[src/hps_cfg_consts.svh]
// HPS configuration constants
// Host command codes, reset video mode and the data word
// positions used when framing host commands

`ifndef HPS_CFG_CONSTS_SVH
`define HPS_CFG_CONSTS_SVH

// Host command codes (low byte of the command word)
`define CMD_VIDEO_MODE    8'h20
`define CMD_VOLUME        8'h26
`define CMD_VSET          8'h27
`define CMD_FB_WINDOW     8'h2F

// Reset video mode, 1080p
`define DEF_WIDTH         12'd1920
`define DEF_HEIGHT        12'd1080

// Data word positions inside a command
`define VMODE_WIDTH_IDX   4'd0
`define VMODE_HEIGHT_IDX  4'd4
`define FBW_HMIN_IDX      4'd5

// Data counter parks here once word 8 has been taken
`define CMD_WORD_END      4'd9

`endif
[src/hps_cfg_pkg.sv]
// HPS configuration types
// Vector types for host words, pixel dimensions and audio samples,
// plus the state encodings of the command decoder and window sequencer

package hps_cfg_pkg;

	typedef logic [15:0] io_word_t;
	typedef logic [7:0]  cmd_code_t;
	typedef logic [11:0] pix_dim_t;
	typedef logic [7:0]  aspect_t;

	// Audio samples and the mixer's internal headroom
	typedef logic signed [15:0] sample_t;
	typedef logic signed [16:0] mix_sum_t;

	// Bit 4 mutes, bits 3:0 are the right shift
	typedef logic [4:0] atten_t;
	typedef logic [1:0] mix_mode_t;

	typedef enum logic {
		CS_IDLE,
		CS_DATA
	} cmd_state_t;

	typedef enum logic [1:0] {
		WP_SELECT,
		WP_DIVIDE,
		WP_CLIP,
		WP_PLACE
	} win_phase_t;

endpackage

[src/hps_cfg_top.sv]
// HPS configuration service block
// Host command decoder feeding the display window sequencer and the
// two cross-fed stereo mixer channels

module hps_cfg_top (
	input  logic                   clk,
	input  logic                   resetd,
	input  logic                   i_io_en,
	input  logic                   i_io_clk,
	input  hps_cfg_pkg::io_word_t  i_io_din,
	output logic                   o_io_ack,
	input  hps_cfg_pkg::mix_mode_t i_mix,
	input  logic                   i_is_signed,
	input  hps_cfg_pkg::sample_t   i_core_l,
	input  hps_cfg_pkg::sample_t   i_core_r,
	input  hps_cfg_pkg::sample_t   i_linux_l,
	input  hps_cfg_pkg::sample_t   i_linux_r,
	input  hps_cfg_pkg::aspect_t   i_arx,
	input  hps_cfg_pkg::aspect_t   i_ary,
	output hps_cfg_pkg::pix_dim_t  o_hmin,
	output hps_cfg_pkg::pix_dim_t  o_hmax,
	output hps_cfg_pkg::pix_dim_t  o_vmin,
	output hps_cfg_pkg::pix_dim_t  o_vmax,
	output hps_cfg_pkg::sample_t   o_audio_l,
	output hps_cfg_pkg::sample_t   o_audio_r
);
	import hps_cfg_pkg::*;

	pix_dim_t width, height, vset;
	logic     fb_en;
	pix_dim_t fb_hmin, fb_hmax, fb_vmin, fb_vmax;
	atten_t   vol_att;
	sample_t  pre_l, pre_r;

	host_cmd_ctrl u_ctrl (
		.clk       (clk),
		.resetd    (resetd),
		.i_io_en   (i_io_en),
		.i_io_clk  (i_io_clk),
		.i_io_din  (i_io_din),
		.o_io_ack  (o_io_ack),
		.o_width   (width),
		.o_height  (height),
		.o_vset    (vset),
		.o_fb_en   (fb_en),
		.o_fb_hmin (fb_hmin),
		.o_fb_hmax (fb_hmax),
		.o_fb_vmin (fb_vmin),
		.o_fb_vmax (fb_vmax),
		.o_vol_att (vol_att)
	);

	video_window_calc u_window (
		.clk       (clk),
		.resetd    (resetd),
		.i_width   (width),
		.i_height  (height),
		.i_vset    (vset),
		.i_fb_en   (fb_en),
		.i_fb_hmin (fb_hmin),
		.i_fb_hmax (fb_hmax),
		.i_fb_vmin (fb_vmin),
		.i_fb_vmax (fb_vmax),
		.i_arx     (i_arx),
		.i_ary     (i_ary),
		.o_hmin    (o_hmin),
		.o_hmax    (o_hmax),
		.o_vmin    (o_vmin),
		.o_vmax    (o_vmax)
	);

	////////////////////////////////////////
	// Stereo pair, each feeds the other
	////////////////////////////////////////

	audio_mix_chan u_mix_l (
		.clk         (clk),
		.resetd      (resetd),
		.i_att       (vol_att),
		.i_mix       (i_mix),
		.i_is_signed (i_is_signed),
		.i_core      (i_core_l),
		.i_linux     (i_linux_l),
		.i_pre       (pre_r),
		.o_pre       (pre_l),
		.o_out       (o_audio_l)
	);

	audio_mix_chan u_mix_r (
		.clk         (clk),
		.resetd      (resetd),
		.i_att       (vol_att),
		.i_mix       (i_mix),
		.i_is_signed (i_is_signed),
		.i_core      (i_core_r),
		.i_linux     (i_linux_r),
		.i_pre       (pre_l),
		.o_pre       (pre_r),
		.o_out       (o_audio_r)
	);

endmodule

[src/audio_mix_chan.sv]
// Audio mixer channel
// Stabilizes the core sample, adds the host sample, blends in the
// opposite channel for stereo narrowing, attenuates and clamps to
// 16 bits. Eight clocks from core input to output

module audio_mix_chan (
	input  logic                   clk,
	input  logic                   resetd,
	input  hps_cfg_pkg::atten_t    i_att,
	input  hps_cfg_pkg::mix_mode_t i_mix,
	input  logic                   i_is_signed,
	input  hps_cfg_pkg::sample_t   i_core,
	input  hps_cfg_pkg::sample_t   i_linux,
	input  hps_cfg_pkg::sample_t   i_pre,
	output hps_cfg_pkg::sample_t   o_pre,
	output hps_cfg_pkg::sample_t   o_out
);
	import hps_cfg_pkg::*;

	sample_t  core_d1, core_d2, core_q;
	mix_sum_t a1, a2, a3, a4;
	mix_sum_t pre_w;

	// Other channel's half sum, sign extended
	assign pre_w = mix_sum_t'(i_pre);
	assign o_pre = a2[16:1];

	always_ff @(posedge clk) begin
		if (resetd) begin
			core_d1 <= '0;
			core_d2 <= '0;
			core_q  <= '0;
			a1      <= '0;
			a2      <= '0;
			a3      <= '0;
			a4      <= '0;
			o_out   <= '0;
		end else begin
			// Core sample must hold for two cycles before it is taken
			core_d1 <= i_core;
			core_d2 <= core_d1;
			if (core_d1 == core_d2) core_q <= core_d1;

			// Unsigned core audio is halved to stay in range
			a1 <= i_is_signed ? mix_sum_t'(core_q) : mix_sum_t'({2'b00, core_q[15:1]});
			a2 <= a1 + mix_sum_t'(i_linux);

			case (i_mix)
				2'd0: a3 <= a2;
				2'd1: a3 <= a2 - (a2 >>> 3) + (pre_w >>> 2);
				2'd2: a3 <= a2 - (a2 >>> 2) + (pre_w >>> 1);
				default: a3 <= (a2 >>> 1) + pre_w;
			endcase

			if (i_att[4]) begin
				a4 <= '0;
			end else begin
				a4 <= a3 >>> i_att[3:0];
			end

			// Saturate when bits 16 and 15 disagree
			o_out <= (a4[16] ^ a4[15]) ? {a4[16], {15{a4[15]}}} : a4[15:0];
		end
	end

endmodule

[src/video_window_calc.sv]
// Display window sequencer
// Derives the visible window (min/max pixel per axis) from the active
// video mode, the vertical override and the core aspect ratio, or takes
// the framebuffer window when the framebuffer is enabled

`include "hps_cfg_consts.svh"

module video_window_calc (
	input  logic                  clk,
	input  logic                  resetd,
	input  hps_cfg_pkg::pix_dim_t i_width,
	input  hps_cfg_pkg::pix_dim_t i_height,
	input  hps_cfg_pkg::pix_dim_t i_vset,
	input  logic                  i_fb_en,
	input  hps_cfg_pkg::pix_dim_t i_fb_hmin,
	input  hps_cfg_pkg::pix_dim_t i_fb_hmax,
	input  hps_cfg_pkg::pix_dim_t i_fb_vmin,
	input  hps_cfg_pkg::pix_dim_t i_fb_vmax,
	input  hps_cfg_pkg::aspect_t  i_arx,
	input  hps_cfg_pkg::aspect_t  i_ary,
	output hps_cfg_pkg::pix_dim_t o_hmin,
	output hps_cfg_pkg::pix_dim_t o_hmax,
	output hps_cfg_pkg::pix_dim_t o_vmin,
	output hps_cfg_pkg::pix_dim_t o_vmax
);
	import hps_cfg_pkg::*;

	win_phase_t  phase;
	logic [2:0]  step;
	aspect_t     ar_x, ar_y;
	logic [19:0] num_w, num_h;
	logic [19:0] quo_w, quo_h;
	pix_dim_t    vid_w, vid_h;
	pix_dim_t    base_h;
	pix_dim_t    gap_w, gap_h;

	// Vertical override replaces the height as width reference
	assign base_h = (i_vset != 12'd0) ? i_vset : i_height;
	assign gap_w  = i_width - vid_w;
	assign gap_h  = i_height - vid_h;

	// Select, five divide steps, clip, place
	always_ff @(posedge clk) begin
		if (resetd) begin
			phase  <= WP_SELECT;
			step   <= 3'd0;
			o_hmin <= 12'd0;
			o_hmax <= `DEF_WIDTH - 12'd1;
			o_vmin <= 12'd0;
			o_vmax <= `DEF_HEIGHT - 12'd1;
		end else begin
			step <= step + 3'd1;
			case (phase)
				WP_SELECT: begin
					if (i_fb_en) begin
						o_hmin <= i_fb_hmin;
						o_hmax <= i_fb_hmax;
						o_vmin <= i_fb_vmin;
						o_vmax <= i_fb_vmax;
						step   <= 3'd0;
					end else if (i_arx != 8'd0 && i_ary != 8'd0) begin
						phase <= WP_DIVIDE;
					end else begin
						// No aspect given, show the whole frame
						o_hmin <= 12'd0;
						o_hmax <= i_width - 12'd1;
						o_vmin <= 12'd0;
						o_vmax <= i_height - 12'd1;
						step   <= 3'd0;
					end
				end
				WP_DIVIDE: begin
					if (step == 3'd5) phase <= WP_CLIP;
				end
				WP_CLIP: begin
					phase <= WP_PLACE;
				end
				default: begin
					phase <= WP_SELECT;
				end
			endcase
			if (phase == WP_PLACE) begin
				o_hmin <= gap_w >> 1;
				o_hmax <= (gap_w >> 1) + vid_w - 12'd1;
				o_vmin <= gap_h >> 1;
				o_vmax <= (gap_h >> 1) + vid_h - 12'd1;
			end
		end
	end

	// Datapath, divider has the whole divide phase to settle
	always_ff @(posedge clk) begin
		if (phase == WP_SELECT) begin
			ar_x  <= i_arx;
			ar_y  <= i_ary;
			num_w <= 20'(base_h) * 20'(i_arx);
			num_h <= 20'(i_width) * 20'(i_ary);
		end
		if (phase == WP_DIVIDE) begin
			quo_w <= num_w / 20'(ar_y);
			quo_h <= num_h / 20'(ar_x);
		end
		if (phase == WP_CLIP) begin
			vid_w <= (i_vset == 12'd0 && quo_w > 20'(i_width)) ? i_width : quo_w[11:0];
			if (i_vset != 12'd0) begin
				vid_h <= i_vset;
			end else begin
				vid_h <= (quo_h > 20'(i_height)) ? i_height : quo_h[11:0];
			end
		end
	end

endmodule

[src/host_cmd_ctrl.sv]
// Host command decoder
// Receives 16-bit words over the toggle/acknowledge host port, frames
// them into a command followed by numbered data words and keeps the
// video mode, framebuffer window, vertical override and volume registers

`include "hps_cfg_consts.svh"

module host_cmd_ctrl (
	input  logic                  clk,
	input  logic                  resetd,
	input  logic                  i_io_en,
	input  logic                  i_io_clk,
	input  hps_cfg_pkg::io_word_t i_io_din,
	output logic                  o_io_ack,
	output hps_cfg_pkg::pix_dim_t o_width,
	output hps_cfg_pkg::pix_dim_t o_height,
	output hps_cfg_pkg::pix_dim_t o_vset,
	output logic                  o_fb_en,
	output hps_cfg_pkg::pix_dim_t o_fb_hmin,
	output hps_cfg_pkg::pix_dim_t o_fb_hmax,
	output hps_cfg_pkg::pix_dim_t o_fb_vmin,
	output hps_cfg_pkg::pix_dim_t o_fb_vmax,
	output hps_cfg_pkg::atten_t   o_vol_att
);
	import hps_cfg_pkg::*;

	logic       io_clk_s1;
	logic       en_q;
	logic       word_q;
	io_word_t   din_q;
	cmd_state_t state;
	cmd_code_t  cmd;
	logic [3:0] cnt;
	logic       take_cmd;
	logic       take_data;
	logic       wr_stb;
	cmd_code_t  wr_cmd;
	logic [3:0] wr_idx;
	io_word_t   wr_data;

	////////////////////////////////////////
	// Host strobe and acknowledge
	////////////////////////////////////////

	// Ack is the host strobe two registers late
	always_ff @(posedge clk) begin
		if (resetd) begin
			io_clk_s1 <= 1'b0;
			o_io_ack  <= 1'b0;
			en_q      <= 1'b0;
			word_q    <= 1'b0;
		end else begin
			io_clk_s1 <= i_io_clk;
			o_io_ack  <= io_clk_s1;
			en_q      <= i_io_en;
			word_q    <= io_clk_s1 & ~o_io_ack;
		end
	end

	// Host keeps the word stable until it sees the ack
	always_ff @(posedge clk) begin
		din_q <= i_io_din;
	end

	////////////////////////////////////////
	// Command framing
	////////////////////////////////////////

	assign take_cmd  = en_q & word_q & (state == CS_IDLE);
	assign take_data = en_q & word_q & (state == CS_DATA) & (cnt != `CMD_WORD_END);

	always_ff @(posedge clk) begin
		if (resetd) begin
			state  <= CS_IDLE;
			cnt    <= 4'd0;
			wr_stb <= 1'b0;
		end else begin
			wr_stb <= take_data;
			if (!en_q) begin
				state <= CS_IDLE;
			end else if (take_cmd) begin
				state <= CS_DATA;
				cnt   <= 4'd0;
			end else if (take_data) begin
				cnt <= cnt + 4'd1;
			end
		end
	end

	// Command code and the pending register write
	always_ff @(posedge clk) begin
		if (take_cmd) begin
			cmd <= din_q[7:0];
		end
		if (take_data) begin
			wr_cmd  <= cmd;
			wr_idx  <= cnt;
			wr_data <= din_q;
		end
	end

	////////////////////////////////////////
	// Configuration registers
	////////////////////////////////////////

	always_ff @(posedge clk) begin
		if (resetd) begin
			o_width   <= `DEF_WIDTH;
			o_height  <= `DEF_HEIGHT;
			o_vset    <= 12'd0;
			o_fb_en   <= 1'b0;
			o_fb_hmin <= 12'd0;
			o_fb_hmax <= 12'd0;
			o_fb_vmin <= 12'd0;
			o_fb_vmax <= 12'd0;
			o_vol_att <= 5'd0;
		end else if (wr_stb) begin
			case (wr_cmd)
				`CMD_VIDEO_MODE: begin
					// Porch and sync words are counted but not kept
					if (wr_idx == `VMODE_WIDTH_IDX) o_width <= wr_data[11:0];
					if (wr_idx == `VMODE_HEIGHT_IDX) o_height <= wr_data[11:0];
				end
				`CMD_FB_WINDOW: begin
					case (wr_idx)
						4'd0:                 o_fb_en   <= wr_data[15];
						`FBW_HMIN_IDX:        o_fb_hmin <= wr_data[11:0];
						`FBW_HMIN_IDX + 4'd1: o_fb_hmax <= wr_data[11:0];
						`FBW_HMIN_IDX + 4'd2: o_fb_vmin <= wr_data[11:0];
						`FBW_HMIN_IDX + 4'd3: o_fb_vmax <= wr_data[11:0];
						default: ;
					endcase
				end
				`CMD_VOLUME: begin
					if (wr_idx == 4'd0) o_vol_att <= wr_data[4:0];
				end
				`CMD_VSET: begin
					if (wr_idx == 4'd0) o_vset <= wr_data[11:0];
				end
				default: ;
			endcase
		end
	end

endmodule

[config.mk]
export PLATFORM = sky130hd
export DESIGN_NAME = hps_cfg_top
export DESIGN_NICKNAME = d
export VERILOG_FILES = /design/src/hps_cfg_pkg.sv /design/src/hps_cfg_top.sv /design/src/audio_mix_chan.sv /design/src/video_window_calc.sv /design/src/host_cmd_ctrl.sv
export VERILOG_INCLUDE_DIRS = /design/src
export SDC_FILE = /design/constraint.sdc
export NUM_CORES = 2
export LEC_CHECK = 0
export ABC_CLOCK_PERIOD_IN_PS = 99400
export CAP_MARGIN = 20
export CORE_ASPECT_RATIO = 1.4
export CORE_MARGIN = 3
export CORE_UTILIZATION = 40
export CTS_CLUSTER_DIAMETER = 80
export DETAILED_ROUTE_END_ITERATION = 8
export DONT_BUFFER_PORTS = 1
export PLACE_DENSITY_LB_ADDON = 0.25
export SYNTH_ARGS = -nofsm -noshare
export SYNTH_HDL_FRONTEND = slang
export SYNTH_SLANG_ARGS = --single-unit
[constraint.sdc]
create_clock -name clk -period 99.4 [get_ports clk]
set_input_delay 14.91 -clock clk [delete_from_list [all_inputs] [get_ports clk]]
set_output_delay 14.91 -clock clk [all_outputs]
set_load 0.05 [all_outputs]
==> impl_results.md <==
- Final cell count without fillers: ~8000
- First-pass GRT wire length: 226000 µm
- Seq/Total Area, Yosys: 25.0%
- Core Region: 130000 µm²
- Critical path's largest stage delay: 0.84 ns
- Clock Path Buffers: 3
- Most common cell in the netlist: nor2_1
- Starting Density: 40.5%
- Seq. cell area: 13200 µm²
- Initial antenna violation count: 5
- Wire length on met3: approximately 5600 µm
- IO Port Bufs: 0
- Outcome: completed
- WS Path Type: reg -> reg
- Max_cap viols: 0
- Met1 WL: a little over 60000 µm
- # H-tree levels: 3
- Post-Layout Inst Area: approximately 56000 µm²
- ANT nets after route: 0
- Clk pin slew, worst setup/hold paths: 0.06 ns
- CP Capture Type: register
- Met2 wire len: 70000 µm
- Post-DR vias/cell: 5.47
- Critical Path RT: around 100 ns
- Synthesized instance count: 6140
- Cts bufs inserted: 67
- Final nets: 6866
- Master of the slowest instance on the critical path: o311ai_0
- Ant diodes: 0
- Clk_lat worst skew: 0.64 ns
- Die ar.: 136000 µm²
- Row cnt: about 160
- Max Clock Skew: ~0.023 ns
- Tmin final: 50.72 ns
- Hold path cells: 0
- CTS Sinks: 581
- DP Area: approximately 54000 µm²
- Dpl ws: 48.87 ns
- Root buf cell: clkbuf_16
- R2R depth: 207
- Die Y: about 430 µm
- Async set-reset flop share out of synthesis: 0%
- Syn Area/Cell: 8.56 µm²
- Pre-antenna DRT Iters: 8
- Startpoint Class: register
- Largest net degree at the start of global routing: 346
- FMAX: between 0.015 and 0.02 GHz
- RSZ-0062 raised after global routing: no
- Number of synthesized flops with an enable pin: between 150 and 200
- Syn Nets: 7006
- Starting DRT DRC Count: 2203
- Crit Path Max Fanout: 22
- TritonCTS clock tree: done
- Yosys Warn Count: 0
- Post-Route Setup TNS: 0 ns
- Routed WL per cell: 18.2 µm
- Routed via count: 42614
- Synth unique cells: 135
- Hold crit path type: reg -> reg
- P&R area growth vs syn: 7.31%
- Most frequent CP cell: o21a_1
- Yosys top cell area share: 16.3%
- Worst Setup Slack, final: around 49 ns
- Placer Congestion: 0.891
- DR DRC count: 0
- Final hold violation count: 0
- GR Overflow Total: 0
- Syn Std Cell Area: 52600 µm²
- Synth area leaders: dfxtp_1 16%, ha_1 14%, edfxtp_1 8.7%, fa_1 7.1%, nor2_1 4.5%
- Multi-input gate area: 36200 µm²
- Die width: 312 µm
- Detailed-route wire length: 142000 µm
- Slew @ Worst Pin: about 1.2 ns
- Top Metal Used: met4
- Vias in the first global route: around 42000
- Area leader, netlist: dfxtp_1
- Post-CTS Hold Fix Bufs: 0
- Setup violators final: 0
- Post-synth top flop: dfxtp_1
- GRT Overall Usage: 20.5%
- Post_cts resized: 0
- Period utilisation layout: slightly above 50%
- Hpwl dp: 111000 µm
- Seq cells post-synth: 581
- Fill count: 12939
- Placed Cells: 7666
- Layout cell share with drive strength beyond 1: 6.26%
- Arr. time, crit path: 50.92 ns
- Ports: 184
- Most frequent cells after synthesis: 629 x nor2_1, 576 x ha_1, 574 x inv_1
- Max_slew headroom: 21.1%
- Slew Viols, Final: 0
- Post-CTS Setup Repair Bufs: 0
-- metrics by stage --
stage / util, % / hold slack [ns]
floorplan: - / 0.386
global placement: 41.6 / 0.401
detailed placement: 41.6 / 0.405
CTS: 43.4 / 0.409
global route: 43.5 / 0.411
finish: 43.5 / 0.410
-- layer usage --
metal  vias to the layer above  track usage (%)
met2                       790             36.6
met3                       232             2.70
met1                     20385             24.8
met4                         0             8.08
met5                         -                0
li1                      21207                -
-- flip-flops by register name (all words and copies together) (netlist names), 17 cells and up --
signal / flops
u_mix_r.a2: 17
u_mix_l.a4: 17
u_window.quo_w: 20
u_mix_l.a3: 17
u_mix_r.a4: 17
u_window.num_w: 20
u_mix_r.a3: 17
u_window.num_h: 20
u_mix_l.a2: 17
u_window.quo_h: 20
-- critical path: cells and delay by family (launching register included) --
kind | cells | cell delay [ns]
compound gates | 110 | 26.34
simple gates | 59 | 13.64
fa+ha+maj | 19 | 5.86
mux | 6 | 1.98
buf+inv | 13 | 1.91
flops | 1 | 0.53
-- worst paths after layout --
kind	start	endpoint	slack, ns
max	u_window.ar_x[6]	u_window.quo_h[0]	48.68
min	u_ctrl.cmd[6]	u_ctrl.wr_cmd[6]	0.41
max reg2reg	u_window.ar_x[6]	u_window.quo_h[0]	48.68
min reg2reg	u_ctrl.cmd[6]	u_ctrl.wr_cmd[6]	0.41
-- logic make-up (layout without fill, tap and decap cells) --
logic type	after synthesis	count (layout)	share of synthesized area (%)
flops	581	581	25.0
buf+inv	828	742	6.09
simple gates	1882	1882	17.3
fa+ha+maj	765	765	20.9
compound gates	1433	1433	18.3
mux	334	334	7.05
xor+xnor	317	317	5.34
-- placed cells by master (no fill, tap or decap), types with 17 or more instances in the layout --
master,instances
a211oi_1,100
a21o_1,124
a21oi_1,384
a311o_1,17
a31oi_1,31
and2_1,119
and3_1,35
buf_4,26
clkbuf_16,69
dfxtp_1,426
edfxtp_1,153
fa_1,187
ha_1,573
inv_1,573
mux2_2,68
mux2i_1,233
mux4_2,17
nand2_1,420
nand2b_1,52
nand3_1,60
nand4_1,40
nor2_1,629
nor2b_1,140
nor3_1,192
nor4_1,40
o211ai_1,36
o21a_1,148
o21ai_0,231
o21bai_1,101
o22ai_1,18
o31ai_1,48
or2_2,37
or3_1,37
xnor2_1,185
xor2_1,129
-- final cells by class --
| cell class | count | share of cell area, % |
|---|---|---|
| repair buffers | 31 | 0.473 |
| inverters | 588 | 3.94 |
| flip-flops and latches | 581 | 23.3 |
| well taps | 1738 | 3.86 |
| clock inverters | 38 | 0.801 |
| clock buffers | 85 | 3.35 |
| multi-input cells | 4731 | 64.2 |
Power is not shown: default switching activity piles up to over one toggle a cycle in this logic, so the estimate is an artifact.
